`src/design/issue_pkg.sv`:
```
package issue_pkg;

    localparam int num_warps  = 4;
    localparam int num_regs   = 32;
    localparam int data_width = 32;
    localparam int wid_w      = $clog2(num_warps);
    localparam int reg_idx_w  = $clog2(num_regs);

    typedef logic [wid_w-1:0]      wid_t;
    typedef logic [reg_idx_w-1:0]  reg_idx_t;
    typedef logic [num_regs-1:0]   reg_mask_t;
    typedef logic [data_width-1:0] data_t;

    // the second source field is either a register index or an immediate
    // that the decoder has already sign-extended to the full width
    typedef union packed {
        struct packed {
            logic [data_width-reg_idx_w-1:0] unused;
            reg_idx_t                        idx;
        } rs2;
        logic signed [data_width-1:0] imm;
    } src_b_u;

    typedef struct packed {
        logic      valid;
        wid_t      wid;
        logic [31:0] pc;
        reg_idx_t  rd;
        logic      wb;
        reg_idx_t  rs1;
        logic      use_imm;
        src_b_u    src_b;
        // registers read by the instruction, plus rd when wb is set
        reg_mask_t used_regs;
    } decode_t;

    typedef struct packed {
        logic     valid;
        wid_t     wid;
        reg_idx_t rd;
        data_t    data;
    } writeback_t;

    typedef struct packed {
        logic        valid;
        wid_t        wid;
        logic [31:0] pc;
        reg_idx_t    rd;
        logic        wb;
        data_t       operand_a;
        data_t       operand_b;
    } issue_t;

endpackage

```
`src/design/scoreboard.sv`:
```
`timescale 1ns/1ns

module scoreboard (
    input  logic                                          clk,
    input  logic                                          reset,
    input  issue_pkg::decode_t [issue_pkg::num_warps-1:0] head,
    input  logic                                          reserve,
    input  issue_pkg::wid_t                               reserve_wid,
    input  issue_pkg::writeback_t                         writeback,
    output logic [issue_pkg::num_warps-1:0]               head_hazard
);

    issue_pkg::reg_mask_t [issue_pkg::num_warps-1:0] inuse_regs;

    issue_pkg::decode_t res_head;
    logic               reserve_reg;
    logic               release_reg;

    assign res_head    = head[reserve_wid];
    assign reserve_reg = reserve && res_head.wb;
    assign release_reg = writeback.valid;

    // used_regs already covers rd when wb is set, so one mask check
    // catches both read-after-write and write-after-write
    always_comb begin
        for (int w = 0; w < issue_pkg::num_warps; w++) begin
            head_hazard[w] = head[w].valid && (|(inuse_regs[w] & head[w].used_regs));
        end
    end

    always_ff @(posedge clk) begin
        if (reset) begin
            inuse_regs <= '0;
        end else begin
            if (release_reg) begin
                inuse_regs[writeback.wid][writeback.rd] <= 1'b0;
            end
            // reserve comes last so it wins over a release of the same bit
            if (reserve_reg) begin
                inuse_regs[reserve_wid][res_head.rd] <= 1'b1;
            end
        end
    end

endmodule

```
`config.mk`:
```
export PLATFORM = sky130hd
export DESIGN_NAME = scoreboard
export DESIGN_NICKNAME = d
export VERILOG_FILES = /design/src/design/issue_pkg.sv /design/src/design/scoreboard.sv
export SDC_FILE = /design/constraint.sdc
export NUM_CORES = 1
export LEC_CHECK = 0
export BUFFER_PORTS_ARGS = -buffer_cell sky130_fd_sc_hd__clkbuf_2
export CELL_PAD_IN_SITES_DETAIL_PLACEMENT = 0
export CELL_PAD_IN_SITES_GLOBAL_PLACEMENT = 1
export CORE_AREA = 5 5 187 189
export DETAILED_ROUTE_END_ITERATION = 10
export DIE_AREA = 0 0 192 194
export GPL_TIMING_DRIVEN = 0
export PLACE_DENSITY_LB_ADDON = 0.15
export SLEW_MARGIN = 10
export SYNTH_ARGS = -nofsm -noshare
export SYNTH_HDL_FRONTEND = slang
export SYNTH_SLANG_ARGS = --single-unit
```
`constraint.sdc`:
```
create_clock -name clk -period 2.5 [get_ports clk]
set_clock_uncertainty 0.05 [all_clocks]
set_input_delay 0.125 -clock clk [delete_from_list [all_inputs] [get_ports clk]]
set_output_delay 0.125 -clock clk [all_outputs]
set_load 0.005 [all_outputs]
```
==> results.md, run 1 <==
- PD cells: 666 nW/um^2
- Port Buffers: 170
- Top flop regs: inuse_regs x128
- Mean Syn Cell Area: 9.80 sq um
- Drt pass-1 iters: 5
- Gr ovfl total: 0
- Synth area leaders: dfxtp_1, o311ai_0, o21ai_0
- Sequential share of the synthesized area: 44.8%
- Placement Setup Slack: -0.0831 ns
- Cells after Synth: 584
- Initial Util: 17.3%
- Synth warn: 0
- DRC viols: 0
- Layout cells sized above 1: 28.4%
- First-pass GRT wire length: 44600 microns
- CORE AREA: 33100 sq um
- DRT Wirelength: 30900 microns
- H-tree levels: 4
- FILL cells: 3675
- Clk buf depth: 2
- Depth of the most critical reg-to-reg path: 2
- Logic gate share of total power: 10.0%
- M3 GR Usage: 3.10%
- Worst Hold Path EP: inuse_regs[127]$_SDFF_PP0_
- Power Total: 5150 uW
- Most common cell after layout, fill and taps aside: clkbuf_2
- Pin count of the biggest net entering global routing: 17
- CTS tree: yes
- Vias in the first global route: 6368
- DR iter-0 viols: 689
- Unique masters post-synth: 27
- Die Y: 194 microns
- # resized after CTS: 0
- Multi-input gate area: 2870 sq um
- GP Congestion: 0.734
- Crit end category: register
- Reg2reg start: inuse_regs[31]$_SDFF_PP0_
- Most frequent cells in the layout: clkbuf_2, o311ai_0, dfxtp_1
- Worst-margin pin slew: 0.828 ns
- Crit share post-route: 84.2%
- Worst R2R End: inuse_regs[31]$_SDFF_PP0_
- Final instance area: 7740 sq um
- Clock power share: 50.2%
- Met2 usage in global routing: 24.8%
- Hold Path Origin: writeback[38]
- Nets: 1262
- Final hold violation count: 0
- Initial antenna violation count: 0
- Worst Setup Slack, final: 0.394 ns
- Die X: 192 microns
- Outcome: complete, no violations
- Cell Area, Synth: 5720 sq um
- Boundary pin count: 493
- RSZ-0062 raised after global routing: false
- Dpl cells: 1202
- Max reg flops: 128
- Syn nets: 1073
- Critical Path AT: 2.32 ns
- Worst hold path cell count: 4
- DR vias/cell: 5.04
- WL/cell: 25.0 microns
- WP data required: 2.72 ns
- F_max: 0.475 GHz
- Vias: 6224
- Final antenna-violating net count: 0
- Max FO, Critical Path: 10
- Relative slew margins: 44.8%
- Met1 usage: 23.5%
- Fin cells: 1235
- Crit path launch type: input port
- Final setup vio count: 0
- Flop pwr share: 39.8%
- Total Routing Usage GR: 16.2%
- DP Wirelength: 23000 microns
- HP Class: input port to register
- Clk_lat worst skew: 0.41 ns
- Synth Register Bits: 128
- Top cell type's share of synthesized area: 44.8%
- Die ar.: 37200 sq um
- Cell Int Power: 3760 uW
- Area Overhead vs Synth: 35.3%
- Sw power: 1390 uW
- Leak pwr: 0.00263 uW
- Maxcap violations: 0
- Placed cell area: 7130 sq um
- Row cnt: 67
- Post-route minimum period: 2.11 ns
- Hold Buf Count CTS: 0
- Slew Viols, Final: 0
- CTS clock-pin slew for the worst setup and hold paths: 0.06 ns
- Peak supply drop: 0.457 mV
- Largest reg by FF count: inuse_regs
- CTS Buf Count: 17
- Clock Sinks: 128
- CTS Root Cell: clkbuf_16
- Post-CTS setup buffers: 0
- FF-to-FF setup slack: 1.70 ns
- Worst setup path class: input port to register
- Largest area contributor in the netlist: dfxtp_1
- Most utilized layer in the global route result: met2
- Reg area: 2560 sq um
- Switching Fraction: 27.0%
-- metrics by stage --
stage	util, %	hold WS (ns)	TNS, ns
after floorplan	-	0.295	0
after global placement	21.5	0.428	-0.476
after detailed placement	21.5	0.434	-0.558
after CTS	23.4	0.204	0
after global routing	23.4	0.241	0
final	23.4	0.227	0
-- routing by layer --
layer / share of wire (%) / vias up
li1: - / 2876
met1: 48 / 3087
met2: 45 / 241
met3: 5.2 / 20
met4: 1.1 / 0
met5: 0 / -
-- worst max-delay path by stage --
stage | start | endpoint | slack, ns | cells after the start
global placement | reserve_wid[1] | inuse_regs[111]$_SDFF_PP0_ | -0.08 | 5
global route | reserve_wid[1] | inuse_regs[111]$_SDFF_PP0_ | 0.28 | 5
CTS | inuse_regs[101]$_SDFF_PP0_ | head_hazard[3] | 0.35 | 4
finish | reserve_wid[1] | inuse_regs[111]$_SDFF_PP0_ | 0.39 | 5
detailed placement | reserve_wid[1] | inuse_regs[111]$_SDFF_PP0_ | -0.08 | 5
floorplan | reserve_wid[0] | inuse_regs[67]$_SDFF_PP0_ | 0.83 | 6
-- cells by family (layout without fill, tap and decap cells) --
family	after synthesis	in the layout	synth area share, %
compound gates	324	324	40.0
simple gates	62	62	8.16
mux	5	5	2.10
buf+inv	65	267	4.99
other cells	0	1	0
flops	128	128	44.8
-- final cells by class --
cell class / instances / area share [%]
Antenna cell: 1 / 0.0323
Buffer: 64 / 3.64
Clock buffer: 19 / 5.85
Clock inverter: 13 / 1.97
Inverter: 1 / 0.0485
Multi-Input combinational cell: 391 / 37.1
Sequential cell: 128 / 33.1
Tap cell: 448 / 7.24
Timing Repair Buffer: 170 / 11.0
-- power by group through the flow --
stage                     combinational [uW]  clock, uW  sequential, uW
final                                    517       2590            2050
after CTS                                520       2620            2050
after floorplan                          195          0            2090
after global routing                     554       2730            2050
after global placement                   521          0            2100
after detailed placement                 518          0            2100
-- worst max-delay path, cell delays in order --
cell      delay, ns
clkbuf_1       0.46
mux4_2         0.51
nand3b_1       0.40
clkbuf_1       0.63
o21ai_0        0.20
-- Yosys cell counts (all sizes together) --
| cell type | number |
|---|---|
| dfxtp | 128 |
| o21ai | 128 |
| o311ai | 128 |
| a22oi | 64 |
| clkbuf | 56 |
| nand4 | 20 |
| buf | 8 |
| nand3b | 8 |
| nand4b | 8 |
| or3b | 7 |
| mux4 | 5 |
| nand4bb | 4 |
| o41a | 4 |
| nand3 | 3 |
| and2 | 2 |
| nand2b | 2 |
| nor2b | 2 |
| or3 | 2 |
| and3b | 1 |
| inv | 1 |
| nand2 | 1 |
| nor3b | 1 |
| or2 | 1 |
No activity file was read; power rests on OpenSTA's default activity.
==> inputs of run 2 (changes only) <==
Settings changed: CORE_AREA 5 5 187 189 to 5 5 189 191, DIE_AREA 0 0 192 194 to 0 0 194 196.
Clock period 2.5 ns to 1.9 ns, I/O delays scaled along.
==> run 2 against run 1 <==
The run now ends with setup timing left. Sequential power up 32%. Combinational power grew 33%. Via count decreased by 1.4%. Critical path depth is 1 lower. Clock-buffer cell count is 1 lower. Global-route usage decreased by 0.25 points. Worst hold slack lost 0.041 ns. Final cell count is 0.73% higher. Critical endpoint is now head_hazard[3]. Highest routed layer unchanged.
==> results.md, run 2 (synthesis results as in run 1) <==
- Die ar.: 38000 sq um
- Crit path launch type: register
- FF-to-FF setup slack: 1.07 ns
- Top flop regs: inuse_regs x128
- HP Class: input port to register
- RSZ-0062 raised after global routing: true
- DR vias/cell: 4.93
- Delay-heaviest family, CP: compound AO/OA/AOI/OAI gates
- Final antenna-violating net count: 0
- Placement Setup Slack: -0.585 ns
- Row cnt: 68
- Antenna Diode Count: 0
- Setup TNS Final: -0.0215 ns
- Post-route minimum period: 1.92 ns
- GP Congestion: 0.754
- WP data required: 1.75 ns
- Port Buffers: 170
- Worst-margin pin slew: 0.809 ns
- Die Y: 196 microns
- Dpl cells: 1209
- Initial Util: 16.9%
- Drt pass-1 iters: 5
- Outcome: finished with violations
- Final setup vio count: 1
- Die X: 194 microns
- Clk_lat worst skew: 0.42 ns
- Final hold violation count: 0
- CTS clock-pin slew for the worst setup and hold paths: 0.06 ns
- Failing checks: setup timing
- Relative slew margins: 46.0%
- CP max-delay cell: o41a_1
- Peak supply drop: 0.568 mV
- Fin cells: 1244
- Worst Setup Slack, final: -0.0215 ns
- DRC viols: 0
- PD cells: 836 nW/um^2
- Nets: 1266
- Layout cells sized above 1: 31.2%
- First-pass GRT wire length: 45300 microns
- Clock Sinks: 128
- Critical Path AT: 1.78 ns
- Critical path buffer and inverter count: 1
- Pin count of the biggest net entering global routing: 17
- Vias in the first global route: 6508
- DRT Wirelength: 31100 microns
- Hold slack final: 0.186 ns
- CORE AREA: 33900 sq um
- Gr ovfl total: 0
- DR iter-0 viols: 396
- Clk buf depth: 2
- DP Wirelength: 23300 microns
- Slew Viols, Final: 0
- Critical-path cell list: a22oi_1 -> nand4_1 -> o41a_1 -> clkbuf_2
- CTS Buf Count: 17
- Crit share post-route: 101%
- Worst setup path class: register to primary output
- Area Overhead vs Synth: 36.1%
- CTS tree: yes
- Initial antenna violation count: 0
- Max FO, Critical Path: 2
- Max reg flops: 128
- Most frequent cells in the layout: clkbuf_2, o311ai_0, dfxtp_1
- WL/cell: 25.0 microns
- Maxcap violations: 0
- Leak pwr: 0.00263 uW
- Max stage delay on crit path: 0.50 ns
- Total Routing Usage GR: 15.9%
- CTS Root Cell: clkbuf_16
- H-tree levels: 4
- Vias: 6138
- Crit end category: primary output
- F_max: 0.520 GHz
- Largest reg by FF count: inuse_regs
- Boundary pin count: 493
- Most common cell after layout, fill and taps aside: clkbuf_2
- FILL cells: 3729
run 2: changes by cell type in the layout (fill, tap and decap cells not counted), sizes merged:
cell      before  now
bufinv         2    1
inv            5    2
diode          1    0
clkinvlp       2    6
buf            8   12
clkbuf       245  244
run 2: final cells by class:
| class | instances | area, sq um | share of cell area, % |
|---|---|---|---|
| flip-flops and latches | 128 | 2570 | 33.0 |
| plain buffers | 64 | 287 | 3.68 |
| repair buffers | 174 | 881 | 11.3 |
| inverters | 1 | 3.75 | 0.0482 |
| well taps | 455 | 569 | 7.31 |
| clock inverters | 13 | 116 | 1.49 |
| clock buffers | 18 | 439 | 5.64 |
| multi-input cells | 391 | 2920 | 37.5 |
run 2: stage by stage:
stage	utilization [%]	total power [uW]	instance area, sq um
2_1_floorplan	-	3010	5720
3_3_place_gp	21.0	3450	7140
3_5_place_dp	21.0	3440	7140
4_1_cts	22.8	6570	7740
5_1_grt	22.9	6750	7790
6_report	22.9	6510	7790
run 2: power breakdown:
part | leakage, uW | switching [uW] | internal [uW] | total, uW
clock network | 0.000256 | 1300 | 1820 | 3120
logic | 0.00134 | 458 | 229 | 687
registers | 0.00103 | 6.70 | 2690 | 2700
run 2: repair_timing:
action                                  4_1_cts  5_1_grt
pin swaps                                     6        4
setup buffers                                 1        3
endpoints found under the setup margin       20       40
resized for setup                            13        9
hold buffers                                  0        0
run 2: worst reg2reg max path, cell delays in order (launching register included):
cell,delay [ns]
dfxtp_2,0.33
buf_4,0.13
o311ai_0,0.06
o21ai_0,0.13
run 2: final timing paths:
path                              startpoint                    endpoint  cells past startpoint
hold reg to reg    inuse_regs[82]$_SDFF_PP0_   inuse_regs[82]$_SDFF_PP0_                      2
setup reg to reg  inuse_regs[105]$_SDFF_PP0_  inuse_regs[105]$_SDFF_PP0_                      3
hold / removal                 writeback[33]    inuse_regs[7]$_SDFF_PP0_                      4
setup / recovery  inuse_regs[122]$_SDFF_PP0_              head_hazard[3]                      4
run 2: layer usage:
metal / vias up / GRT usage [%] / share of wire, % / wire length (microns)
li1: 2887 / - / - / -
met1: 3027 / 21.5 / 46 / 14400
met2: 200 / 26.3 / 48 / 14800
met3: 24 / 3.14 / 4.4 / 1370
met4: 0 / 3.88 / 1.6 / 510
met5: - / 0 / 0 / 0
