`src/design/issue_pkg.sv`:
```
package issue_pkg;

    localparam int num_warps  = 4;
    localparam int num_regs   = 32;
    localparam int data_width = 32;
    localparam int wid_w      = $clog2(num_warps);
    localparam int reg_idx_w  = $clog2(num_regs);

    typedef logic [wid_w-1:0]      wid_t;
    typedef logic [reg_idx_w-1:0]  reg_idx_t;
    typedef logic [num_regs-1:0]   reg_mask_t;
    typedef logic [data_width-1:0] data_t;

    // the second source field is either a register index or an immediate
    // that the decoder has already sign-extended to the full width
    typedef union packed {
        struct packed {
            logic [data_width-reg_idx_w-1:0] unused;
            reg_idx_t                        idx;
        } rs2;
        logic signed [data_width-1:0] imm;
    } src_b_u;

    typedef struct packed {
        logic      valid;
        wid_t      wid;
        logic [31:0] pc;
        reg_idx_t  rd;
        logic      wb;
        reg_idx_t  rs1;
        logic      use_imm;
        src_b_u    src_b;
        // registers read by the instruction, plus rd when wb is set
        reg_mask_t used_regs;
    } decode_t;

    typedef struct packed {
        logic     valid;
        wid_t     wid;
        reg_idx_t rd;
        data_t    data;
    } writeback_t;

    typedef struct packed {
        logic        valid;
        wid_t        wid;
        logic [31:0] pc;
        reg_idx_t    rd;
        logic        wb;
        data_t       operand_a;
        data_t       operand_b;
    } issue_t;

endpackage

```
`src/design/issue_ctrl.sv`:
```
`timescale 1ns/1ns

module issue_ctrl #(
    parameter int STALL_LIMIT = 16
) (
    input  logic                                          clk,
    input  logic                                          reset,
    input  issue_pkg::decode_t [issue_pkg::num_warps-1:0] head,
    input  logic [issue_pkg::num_warps-1:0]               head_hazard,
    input  logic                                          issue_ready,
    output issue_pkg::wid_t                               sel_wid,
    output logic                                          issue_fire,
    output logic                                          issue_valid,
    output logic                                          stall_timeout
);

    localparam int cnt_w = $clog2(STALL_LIMIT + 1);

    logic [issue_pkg::num_warps-1:0] eligible;
    logic [issue_pkg::num_warps-1:0] stalled;
    logic [issue_pkg::num_warps-1:0] timed_out;

    issue_pkg::wid_t last_wid;
    issue_pkg::wid_t rr_wid;
    issue_pkg::wid_t cand;
    issue_pkg::wid_t locked_wid;
    logic            locked;
    logic            found;

    logic [cnt_w-1:0] stall_cnt [issue_pkg::num_warps];

    always_comb begin
        for (int w = 0; w < issue_pkg::num_warps; w++) begin
            eligible[w] = head[w].valid && !head_hazard[w];
            stalled[w]  = head[w].valid && head_hazard[w];
        end
    end

    // search starts one past the warp that issued last
    always_comb begin
        rr_wid = last_wid;
        found  = 1'b0;
        cand   = last_wid;
        for (int i = 1; i <= issue_pkg::num_warps; i++) begin
            cand = issue_pkg::wid_t'((int'(last_wid) + i) % issue_pkg::num_warps);
            if (!found && eligible[cand]) begin
                found  = 1'b1;
                rr_wid = cand;
            end
        end
    end

    // a presented instruction keeps its warp until the consumer takes it
    assign sel_wid     = locked ? locked_wid : rr_wid;
    assign issue_valid = eligible[sel_wid];
    assign issue_fire  = issue_valid && issue_ready;

    always_ff @(posedge clk) begin
        if (reset) begin
            last_wid   <= issue_pkg::wid_t'(issue_pkg::num_warps - 1);
            locked     <= 1'b0;
            locked_wid <= '0;
        end else begin
            if (issue_fire) begin
                last_wid <= sel_wid;
                locked   <= 1'b0;
            end else if (issue_valid) begin
                locked     <= 1'b1;
                locked_wid <= sel_wid;
            end
        end
    end

    // watchdog, one saturating counter per warp that only an issue clears
    always_ff @(posedge clk) begin
        if (reset) begin
            for (int w = 0; w < issue_pkg::num_warps; w++) begin
                stall_cnt[w] <= '0;
            end
        end else begin
            for (int w = 0; w < issue_pkg::num_warps; w++) begin
                if (issue_fire && (sel_wid == issue_pkg::wid_t'(w))) begin
                    stall_cnt[w] <= '0;
                end else if (stalled[w] && (stall_cnt[w] != cnt_w'(STALL_LIMIT))) begin
                    stall_cnt[w] <= stall_cnt[w] + 1'b1;
                end
            end
        end
    end

    always_comb begin
        for (int w = 0; w < issue_pkg::num_warps; w++) begin
            timed_out[w] = (stall_cnt[w] == cnt_w'(STALL_LIMIT));
        end
    end

    assign stall_timeout = |timed_out;

endmodule

```
`config.mk`:
```
export PLATFORM = sky130hd
export DESIGN_NAME = issue_ctrl
export DESIGN_NICKNAME = d
export VERILOG_FILES = /design/src/design/issue_pkg.sv /design/src/design/issue_ctrl.sv
export SDC_FILE = /design/constraint.sdc
export NUM_CORES = 1
export LEC_CHECK = 0
export BUFFER_PORTS_ARGS = -buffer_cell sky130_fd_sc_hd__buf_2
export CAP_MARGIN = 5
export CORE_AREA = 2 2 175 177
export DETAILED_ROUTE_END_ITERATION = 16
export DIE_AREA = 0 0 177 179
export PLACE_DENSITY = 0.4
export SLEW_MARGIN = 5
export SYNTH_ARGS = -nofsm -noshare
export SYNTH_HDL_FRONTEND = slang
export SYNTH_SLANG_ARGS = --single-unit
```
`constraint.sdc`:
```
create_clock -name clk -period 3.79 [get_ports clk]
set_input_delay 0.1895 -clock clk [delete_from_list [all_inputs] [get_ports clk]]
set_output_delay 0.1895 -clock clk [all_outputs]
set_load 0.02 [all_outputs]
```
==> results of run 1 <==
## layer usage
| metal | wire [um] | vias to the layer above | part of all wire (%) | track usage, % |
|---|---|---|---|---|
| li1 | - | 688 | - | - |
| met1 | 2406 | 686 | 50 | 4.477 |
| met3 | 313 | 12 | 6.5 | 1.103 |
| met5 | 13 | - | 0.27 | 0 |
| met4 | 85 | 2 | 1.8 | 1.412 |
| met2 | 2014 | 46 | 42 | 4.458 |
## worst min path at each step
stage,depth (start not counted),from,to
floorplan,1,reset,locked
global placement,2,locked_wid[0],locked_wid[0]
detailed placement,2,locked_wid[0],locked_wid[0]
CTS,2,reset,locked
global route,2,reset,locked
finish,2,issue_ready,locked_wid[1]
## final cells by class
class / instances / area, sq um
inverters: 18 / 70.07
fillers: 3502 / 27670
flip-flops and latches: 25 / 700.7
well taps: 396 / 495.5
multi-input cells: 133 / 942.2
repair buffers: 15 / 75.07
clock buffers: 4 / 78.83
## power by group through the flow
stage | logic, mW | clock network (mW) | registers (mW)
global route | 0.417 | 0.263 | 0.402
finish | 0.375 | 0.246 | 0.397
CTS | 0.379 | 0.252 | 0.394
global placement | 0.380 | 0 | 0.402
detailed placement | 0.377 | 0 | 0.399
floorplan | 0.308 | 0 | 0.366
## layout by cell type (no fill, tap or decap), types with 5 or more instances in the layout
master	count
a21oi_1	6
and3_1	5
buf_2	15
dfxtp_1	5
edfxtp_1	20
ha_1	8
inv_1	13
nand2_1	10
nand3_1	11
nor2_1	26
xor2_1	8
## flip-flops by register name, summed over array words and instances (netlist names)
signal and cells:
last_wid 2, locked_wid 2, stall_cnt 20, locked 1
## kinds of logic (layout without fill, tap and decap cells)
logic type | count (synthesis) | in the layout
AO/OA/AOI/OAI | 37 | 37
flip-flops | 25 | 25
adder cells (fa/ha/maj) | 8 | 8
buffers and inverters | 22 | 37
AND/OR/NAND/NOR | 76 | 76
XOR/XNOR | 12 | 12
## metrics by stage
step | instance area, sq um | utilization, % | power (mW) | cells
2_1_floorplan | 1734 | - | 0.6743 | 180
3_3_place_gp | 2283 | 7.604 | 0.7821 | 587
3_5_place_dp | 2283 | 7.604 | 0.7759 | 587
4_1_cts | 2362 | 7.867 | 1.025 | 591
5_1_grt | 2362 | 7.867 | 1.082 | 591
6_report | 2362 | 7.867 | 1.018 | 591
==> impl_results.md, run 1 <==
- Largest net degree at the start of global routing: 14
- Fmax: 387.7 MHz
- Max-cap violations: 0
- Crit path DAT: 2.47 ns
- WP depth: 5
- #FFs+latches synth: 25
- Via-per-instance ratio: 2.426
- Critical Path Start: last_wid[0]
- Drt wl/cell: 8.179 um
- IO buf count: 15
- Core area: 30030 sq um
- Hold Crit Class: primary input to flip-flop
- Switch share: 39.16%
- Pwr/cell area: 431.1 nW/um^2
- Worst r2r dst: stall_cnt[2][2]
- Root buf cell: clkbuf_16
- Post-synth top area share: 34.63%
- Sequential power share: 39.0%
- Post-synthesis cell count: 180
- Setup crit end: stall_cnt[2][2]
- Total gr overflow: 0
- R2r startpoint: last_wid[0]
- Initial detailed-routing violation count: 62
- EDFF count, synth: 20
- Row count: 64
- Hold buffers post-CTS: 0
- Crit path capture type: flip-flop
- Clock power frac: 24.2%
- Chip Height: 179 um
- HPWL Detailed: 3769 um
- Area of the die: 31680 sq um
- First-pass iteration count of the detailed router: 5
- Max Slew Vio Count: 0
- Worst setup path class: flip-flop to flip-flop
- Post-CTS Resized: 0
- Critical Path Start Type: flip-flop
- Critical-path maximum fanout: 8
- Setup bufs post-CTS: 0
- Count leader, synth: nor2_1
- Final hold violations: 0
- Post-synthesis mux area share: 0%
- Max VDD drop: 0.0002024 V
- Pre-CTS setup slack: 1.020 ns
- Status: finished, final reports clean
- Top cell type by total area after synthesis: edfxtp_1
- # diodes: 0
- Crit path max-delay family: compound AO/OA/AOI/OAI gates
- CP required: 3.68 ns
- TritonCTS buffer count: 3
- Synth Area in Simple Gates: 24.24%
- Ranking of synthesized cells by area: edfxtp_1, dfxtp_1, ha_1, nor2_1, xor2_1
- Crit path buffers/inverters: 0
- Commonest cells in the netlist: nor2_1, edfxtp_1, inv_1
- P_leak: 0.7508 nW
- Max Buffers Root-to-Sink: 2
- Critical path, cell by cell: nor3b_2 > a21oi_1 > o211ai_2 > nand2_1 > o311ai_1
- Hold WS: 0.2311 ns
- Residual DRC: 0
- Die width: 177 um
- Final period util: 68.06%
- Synth Area in Compound Gates: 18.25%
- Vias in the first global route: 1372
- Initial core utilization: 5.775%
- Initial antenna violation count: 2
- P_sw: 398.7 uW
- GRT Total Usage: 3.229%
- Slew HR: 38.88%
- Share of layout cells above drive strength 1: 17.44%
- Combinational family with the most area after synthesis: simple AND/OR/NAND/NOR gates
- Synth async-reset ratio: 0%
- Avg Cell Area, Syn: 9.634 sq um
- Routed WL: 4834 um
- Post-Synth Adder-Cell Area: 5.772%
- CTS tree: done
- Synth cell types: 57
- Fin crit period: 2.580 ns
- Final setup vio count: 0
- CTS sink cnt: 25
- Setup TNS: 0 ns
- Number of vias in the routed layout: 1434
- Worst-Margin Slew: 0.9026 ns
- RSZ-0062 raised after global routing: false
- Top_reg_cell synth: edfxtp_1
- Slowest stage delay, CP: 0.78 ns
- Clock latency on the worst-skew pair: 0.26 ns
- Placer Congestion: 0.6846
- Seq/Total Area, Yosys: 40.40%
- Clk_skew: 0.005171 ns
- Area Growth Syn to Fin: 36.22%
- Syn_nets: 639
- Mapped cell area: 1734 sq um
- Setup slack, reg-to-reg: 1.21 ns
- Post-Synth XOR/XNOR Area: 6.061%
- Clk slew on worst S/H paths: 0.07 ns
- First-pass GRT wire length: 7728 um
- Combinational fraction of design power: 36.9%
- I/O pin total: 456
- Remaining antenna violation count: 0
- Fin worst setup slack: 1.211 ns
- Final net count: 655
- Cell Int Power: 619.6 uW
- R2R cell count: 5
- H-tree depth: 1
- Synth warn: 0
- Crit-path slowest cell: o311ai_1
No activity file was read; power rests on OpenSTA's default activity.
==> run 2, diff against run 1 <==
--- a/config.mk
+++ b/config.mk
@@ -7,10 +7,10 @@
 export LEC_CHECK = 0
 export BUFFER_PORTS_ARGS = -buffer_cell sky130_fd_sc_hd__buf_2
 export CAP_MARGIN = 5
-export CORE_AREA = 2 2 175 177
+export CORE_AREA = 2 2 178 180
 export DETAILED_ROUTE_END_ITERATION = 16
-export DIE_AREA = 0 0 177 179
-export PLACE_DENSITY = 0.4
+export DIE_AREA = 0 0 180 182
+export PLACE_DENSITY = 0.39
 export SLEW_MARGIN = 5
 export SYNTH_ARGS = -nofsm -noshare
 export SYNTH_HDL_FRONTEND = slang
==> constraint.sdc (replaced) <==
create_clock -name clk -period 2.5 [get_ports clk]
set_input_delay 0.125 -clock clk [delete_from_list [all_inputs] [get_ports clk]]
set_output_delay 0.125 -clock clk [all_outputs]
set_load 0.02 [all_outputs]
==> run 2 against run 1 <==
Non-clock buffer count is 5 higher. Power is 54% higher. Critical path type is now flip-flop to output port. Combinational power is 58% higher. Die area is 3.4% higher.
==> impl_results.md, run 2 (synthesis gave the netlist of run 1 again) <==
- Status: finished, final reports clean
- Crit path capture type: output port
- I/O pin total: 456
- HPWL Detailed: 3833 um
- Final instance area: 2410 sq um
- Pre-CTS setup slack: 0.3546 ns
- GRT Total Usage: 2.977%
- Row count: 65
- Worst-Margin Slew: 0.4652 ns
- Fillers: 3589
- Critical-path maximum fanout: 10
- Final net count: 660
- Max VDD drop: 0.0004542 V
- Largest register FFs: 20
- Crit path buffers/inverters: 2
- Critical path, cell by cell: inv_2 > a311oi_2 > o211a_1 > nor2_1 > a211oi_2 > buf_2
- Biggest register: stall_cnt
- P_leak: 0.7772 nW
- Max Buffers Root-to-Sink: 2
- Clock latency on the worst-skew pair: 0.26 ns
- Pwr/cell area: 650.7 nW/um^2
- Hold buffers post-CTS: 0
- Clk slew on worst S/H paths: 0.07 ns
- First-pass iteration count of the detailed router: 4
- R2R cell count: 7
- Drt wl/cell: 8.045 um
- Clk_skew: 0.003693 ns
- Max-cap violations: 0
- Remaining antenna violation count: 0
- Root buf cell: clkbuf_16
- Most frequent cells in the layout: nor2_1, edfxtp_1, buf_2
- Crit path DAT: 2.20 ns
- H-tree depth: 1
- First-pass GRT wire length: 7693 um
- Critical Path Start Type: flip-flop
- Slew HR: 68.56%
- Worst setup path class: flip-flop to output port
- IO buf count: 15
- RSZ-0062 raised after global routing: false
- Total gr overflow: 0
- Largest regs: stall_cnt x20, last_wid x2, locked_wid x2
- Placer Congestion: 0.7026
- Slowest stage delay, CP: 0.54 ns
- Final period util: 92.90%
- Area Growth Syn to Fin: 38.96%
- Initial antenna violation count: 2
- Number of vias in the routed layout: 1449
- Total Power: 1.568 mW
- # placed instances: 598
- CTS tree: done
- TritonCTS buffer count: 3
- Residual DRC: 0
- Core area: 30990 sq um
- Non-filler cells, final: 602
- Max Slew Vio Count: 0
- Final hold violations: 0
- Routed WL: 4843 um
- Worst Hold Path Cells: 2
- Crit-path slowest cell: dfxtp_1
- Via-per-instance ratio: 2.407
- Setup TNS: 0 ns
- Die width: 180 um
- Final setup vio count: 0
- CP required: 2.38 ns
- Hold Crit Class: primary input to flip-flop
- Setup bufs post-CTS: 0
- Share of layout cells above drive strength 1: 20.50%
- Chip Height: 182 um
- Multi-input logic area: 942.2 sq um
- DP Area: 2328 sq um
- Vias in the first global route: 1427
- Final core occ: 7.777%
- Fin crit period: 2.323 ns
- Initial core utilization: 5.597%
- Largest net degree at the start of global routing: 15
- # diodes: 0
- Hold WS: 0.1622 ns
- Fin worst setup slack: 0.1774 ns
- WP depth: 6
- FF+latch area: 701.9 sq um
- Crit path max-delay family: compound AO/OA/AOI/OAI gates
- Most common cell after layout, fill and taps aside: nor2_1
- CTS sink cnt: 25
- Fmax: 430.6 MHz
- Area of the die: 32760 sq um
- Initial detailed-routing violation count: 84
==> run 2: cell count changes in the layout (fill, tap and decap cells not counted), sizes merged <==
cell / previous run / this run
buf: 15 / 20
clkbuf: 4 / 3
clkinv: 1 / 2
==> run 2: layer usage <==
layer  GRT usage [%]  vias to the layer above  part of all wire [%]
met3          0.2808                        2                   3.3
met5               0                        -                     0
met1           4.186                      713                    51
met2           4.536                       36                    44
met4           1.463                        0                   1.8
li1                -                      698                     -
==> run 2: timing repair <==
item / CTS / global route
hold endpoints to repair: 0 / 0
gates resized for setup: 0 / 1
endpoints found under the setup margin: 0 / 1
==> run 2: final cells by class <==
class / count / area share, %
clock buffers: 3 / 3.115
clock inverters: 1 / 0.2077
inverters: 18 / 2.908
multi-input cells: 133 / 39.10
flip-flops and latches: 25 / 29.13
well taps: 402 / 20.87
repair buffers: 20 / 4.673
==> run 2: power by group <==
group / internal (mW) / leakage [nW] / switching [mW]
Clock: 0.216 / 0.0409 / 0.159
Sequential: 0.516 / 0.253 / 0.0836
Combinational: 0.223 / 0.484 / 0.370
==> run 2: path summary, 6_finish.rpt <==
| path | start | slack [ns] | endpoint |
|---|---|---|---|
| setup / recovery | last_wid[1] | 0.18 | issue_fire |
| hold / removal | reset | 0.16 | locked |
| setup reg to reg | last_wid[1] | 0.37 | stall_cnt[2][4] |
| hold reg to reg | locked_wid[0] | 0.50 | locked_wid[0] |
==> run 2: worst register-to-register path: stages, from the launching register on <==
cell      delay, ns
dfxtp_1        0.54
inv_2          0.13
a311oi_2       0.34
o211ai_4       0.16
nand2_4        0.13
inv_4          0.06
o311ai_1       0.29
buf_4          0.21
==> run 3, diff against run 2 <==
--- a/config.mk
+++ b/config.mk
@@ -5,12 +5,13 @@
 export SDC_FILE = /design/constraint.sdc
 export NUM_CORES = 1
 export LEC_CHECK = 0
+export ABC_AREA = 1
 export BUFFER_PORTS_ARGS = -buffer_cell sky130_fd_sc_hd__buf_2
 export CAP_MARGIN = 5
-export CORE_AREA = 2 2 178 180
+export CORE_AREA = 2 2 176 178
 export DETAILED_ROUTE_END_ITERATION = 16
-export DIE_AREA = 0 0 180 182
-export PLACE_DENSITY = 0.39
+export DIE_AREA = 0 0 178 180
+export PLACE_DENSITY = 0.4
 export SLEW_MARGIN = 5
 export SYNTH_ARGS = -nofsm -noshare
 export SYNTH_HDL_FRONTEND = slang
==> constraint.sdc (replaced) <==
create_clock -name clk -period 2.5 [get_ports clk]
set_input_delay 0.25 -clock clk [delete_from_list [all_inputs] [get_ports clk]]
set_output_delay 0.25 -clock clk [all_outputs]
set_load 0.02 [all_outputs]
==> run 3 against run 2 <==
Maximum frequency grew 0.17%. Via count fell by 3.4%. Non-clock buffer count is 3 lower. Synthesized cell count is 21% higher. Routed wire length down 9.2%. Clock power shrank 3%. Count of clock-buffer cells in the layout rose by 1. Highest routed layer unchanged.
==> impl_results.md, run 3 <==
- Status: finished, final reports clean
- Synth cell types: 25
- Area Growth Syn to Fin: 37.89%
- Max Buffers Root-to-Sink: 2
- Max VDD drop: 0.0004403 V
- Final hold violations: 0
- Number of vias in the routed layout: 1400
- Largest register FFs: 20
- Crit path DAT: 2.07 ns
- Final core occ: 8.115%
- Core area: 30190 sq um
- # diodes: 0
- Hold WS: 0.1925 ns
- Setup TNS: 0 ns
- Largest regs: stall_cnt x20, last_wid x2, locked_wid x2
- Initial antenna violation count: 0
- Fin worst setup slack: 0.1815 ns
- HP Start: reset
- Largest net degree at the start of global routing: 14
- Wl on met1: 2210 um
- Most common cell after layout, fill and taps aside: nand2_1
- Critical Path Start Type: flip-flop
- Mapped cell area: 1777 sq um
- Post-Synth XOR/XNOR Area: 3.944%
- Worst setup path class: flip-flop to output port
- P_leak: 0.9571 nW
- Max Slew Vio Count: 0
- Critical-path maximum fanout: 10
- Total gr overflow: 0
- Ranking of synthesized cells by area: edfxtp_1, nand2_1, nand3_1, inv_1, dfxtp_1
- Top cell type by total area after synthesis: edfxtp_1
- Syn_nets: 676
- R2R cell count: 14
- Pre-CTS setup slack: 0.1641 ns
- Drt wl/cell: 6.956 um
- Synth Area in Compound Gates: 3.662%
- CTS sink cnt: 25
- Final net count: 696
- Fmax: 431.3 MHz
- Seq/Total Area, Yosys: 39.44%
- Area of the die: 32040 sq um
- Max-cap violations: 0
- Pwr/cell area: 913.8 nW/um^2
- Synth warn: 0
- CP required: 2.25 ns
- First-pass iteration count of the detailed router: 4
- Clock latency on the worst-skew pair: 0.26 ns
- Chip Height: 180 um
- Residual DRC: 0
- DP Area: 2359 sq um
- Non-filler cells, final: 632
- GRT Total Usage: 2.795%
- Post-synth top area share: 33.80%
- Remaining antenna violation count: 0
- Slew HR: 69.99%
- Crit path capture type: output port
- Initial core utilization: 5.885%
- Routed WL: 4396 um
- Top sig layer: met4
- # placed instances: 628
- Worst Hold Path Cells: 2
- First-pass GRT wire length: 7162 um
- Critical Path Start: last_wid[0]
- Clk_skew: 0.003292 ns
- Row count: 64
- Final setup vio count: 0
- Worst-Margin Slew: 0.4496 ns
- RSZ-0062 raised after global routing: false
- Top_reg_cell synth: edfxtp_1
- HPWL Detailed: 3521 um
- Most frequent cells in the layout: nand2_1, inv_1, nand3_1, nor2_1, edfxtp_1
- IO buf count: 15
- Share of layout cells above drive strength 1: 23.31%
- CTS tree: done
- H-tree depth: 1
- Clk slew on worst S/H paths: 0.07 ns
- Met3 WL: 126 um
- I/O pin total: 456
- Total Power: 2.239 mW
- Die width: 178 um
- Initial detailed-routing violation count: 87
- Setup slack, reg-to-reg: 0.27 ns
- Combinational family with the most area after synthesis: simple AND/OR/NAND/NOR gates
- #FFs+latches synth: 25
- TritonCTS buffer count: 3
- Final period util: 92.74%
- Synth async-reset ratio: 0%
- Commonest cells in the netlist: nand2_1, inv_1, nand3_1
- Fin crit period: 2.319 ns
- Biggest register: stall_cnt
- WL met2: 2043 um
- Post-Synth Adder-Cell Area: 5.634%
- Post-synthesis cell count: 217
- Via-per-instance ratio: 2.215
- Avg Cell Area, Syn: 8.188 sq um
- Hold Crit Class: primary input to flip-flop
- Post-synthesis mux area share: 0%
- Root buf cell: clkbuf_16
- Vias in the first global route: 1405
- EDFF count, synth: 20
- Placer Congestion: 0.7182
- R2r startpoint: last_wid[0]
- Final instance area: 2450 sq um
- Synth Area in Simple Gates: 39.44%
- Count leader, synth: nand2_1
==> run 3: cell types whose count changed after synthesis, sizes merged, moves of 3 or more <==
cell,before,now
a211oi,3,0
nand2b,3,0
and3,5,0
nand2,11,59
nand3,11,37
nor3,2,8
inv,17,31
o21ai,7,1
nor3b,3,0
xnor2,4,0
==> run 3: power breakdown <==
group	switching (mW)	internal, mW	leakage (nW)
registers	0.0863	0.576	0.252
logic	0.807	0.404	0.667
clock network	0.146	0.218	0.0382
==> run 3: worst max-delay path, stage by stage (launching register included) <==
cell,delay (ns)
dfxtp_2,0.33
buf_12,0.14
inv_8,0.08
nand3_1,0.06
nand3_1,0.08
nand2_1,0.13
nand2_2,0.11
nand2_1,0.05
nand2_1,0.06
nand3_2,0.10
nand3_1,0.15
nand2_4,0.08
nand2_4,0.10
nand3_4,0.10
inv_2,0.08
buf_2,0.16
==> run 3: path summary, 6_finish.rpt <==
kind,endpoint
max,issue_fire
min,locked_wid[1]
max reg2reg,stall_cnt[3][3]
min reg2reg,locked_wid[1]
==> run 3: cells by family after synthesis <==
family                     Yosys count
xor gates and xnor gates             8
and+or+nand+nor                    136
adders and majority gates            8
buffers and inverters               33
DFF                                 25
AOI/OAI and AO/OA                    7
==> run 3: what timing repair did <==
action / CTS / global route
setup buffers: 0 / 0
endpoints found under the setup margin: 0 / 6
resized for setup: 0 / 4
hold buffers: 0 / 0
==> run 3: layout make-up <==
cell class	count	area, sq um
fillers	3525	27740
inverters	31	123.9
flip-flops and latches	25	703.2
multi-input cells	159	945.9
clock buffers	4	78.83
repair buffers	17	102.6
well taps	396	495.5
==> run 3: routing by layer <==
metal  global-route usage (%)  up-vias
met4                   0.3934        0
met2                    4.512       20
li1                         -      748
met5                        0        -
met1                    3.881      630
met3                   0.5922        2
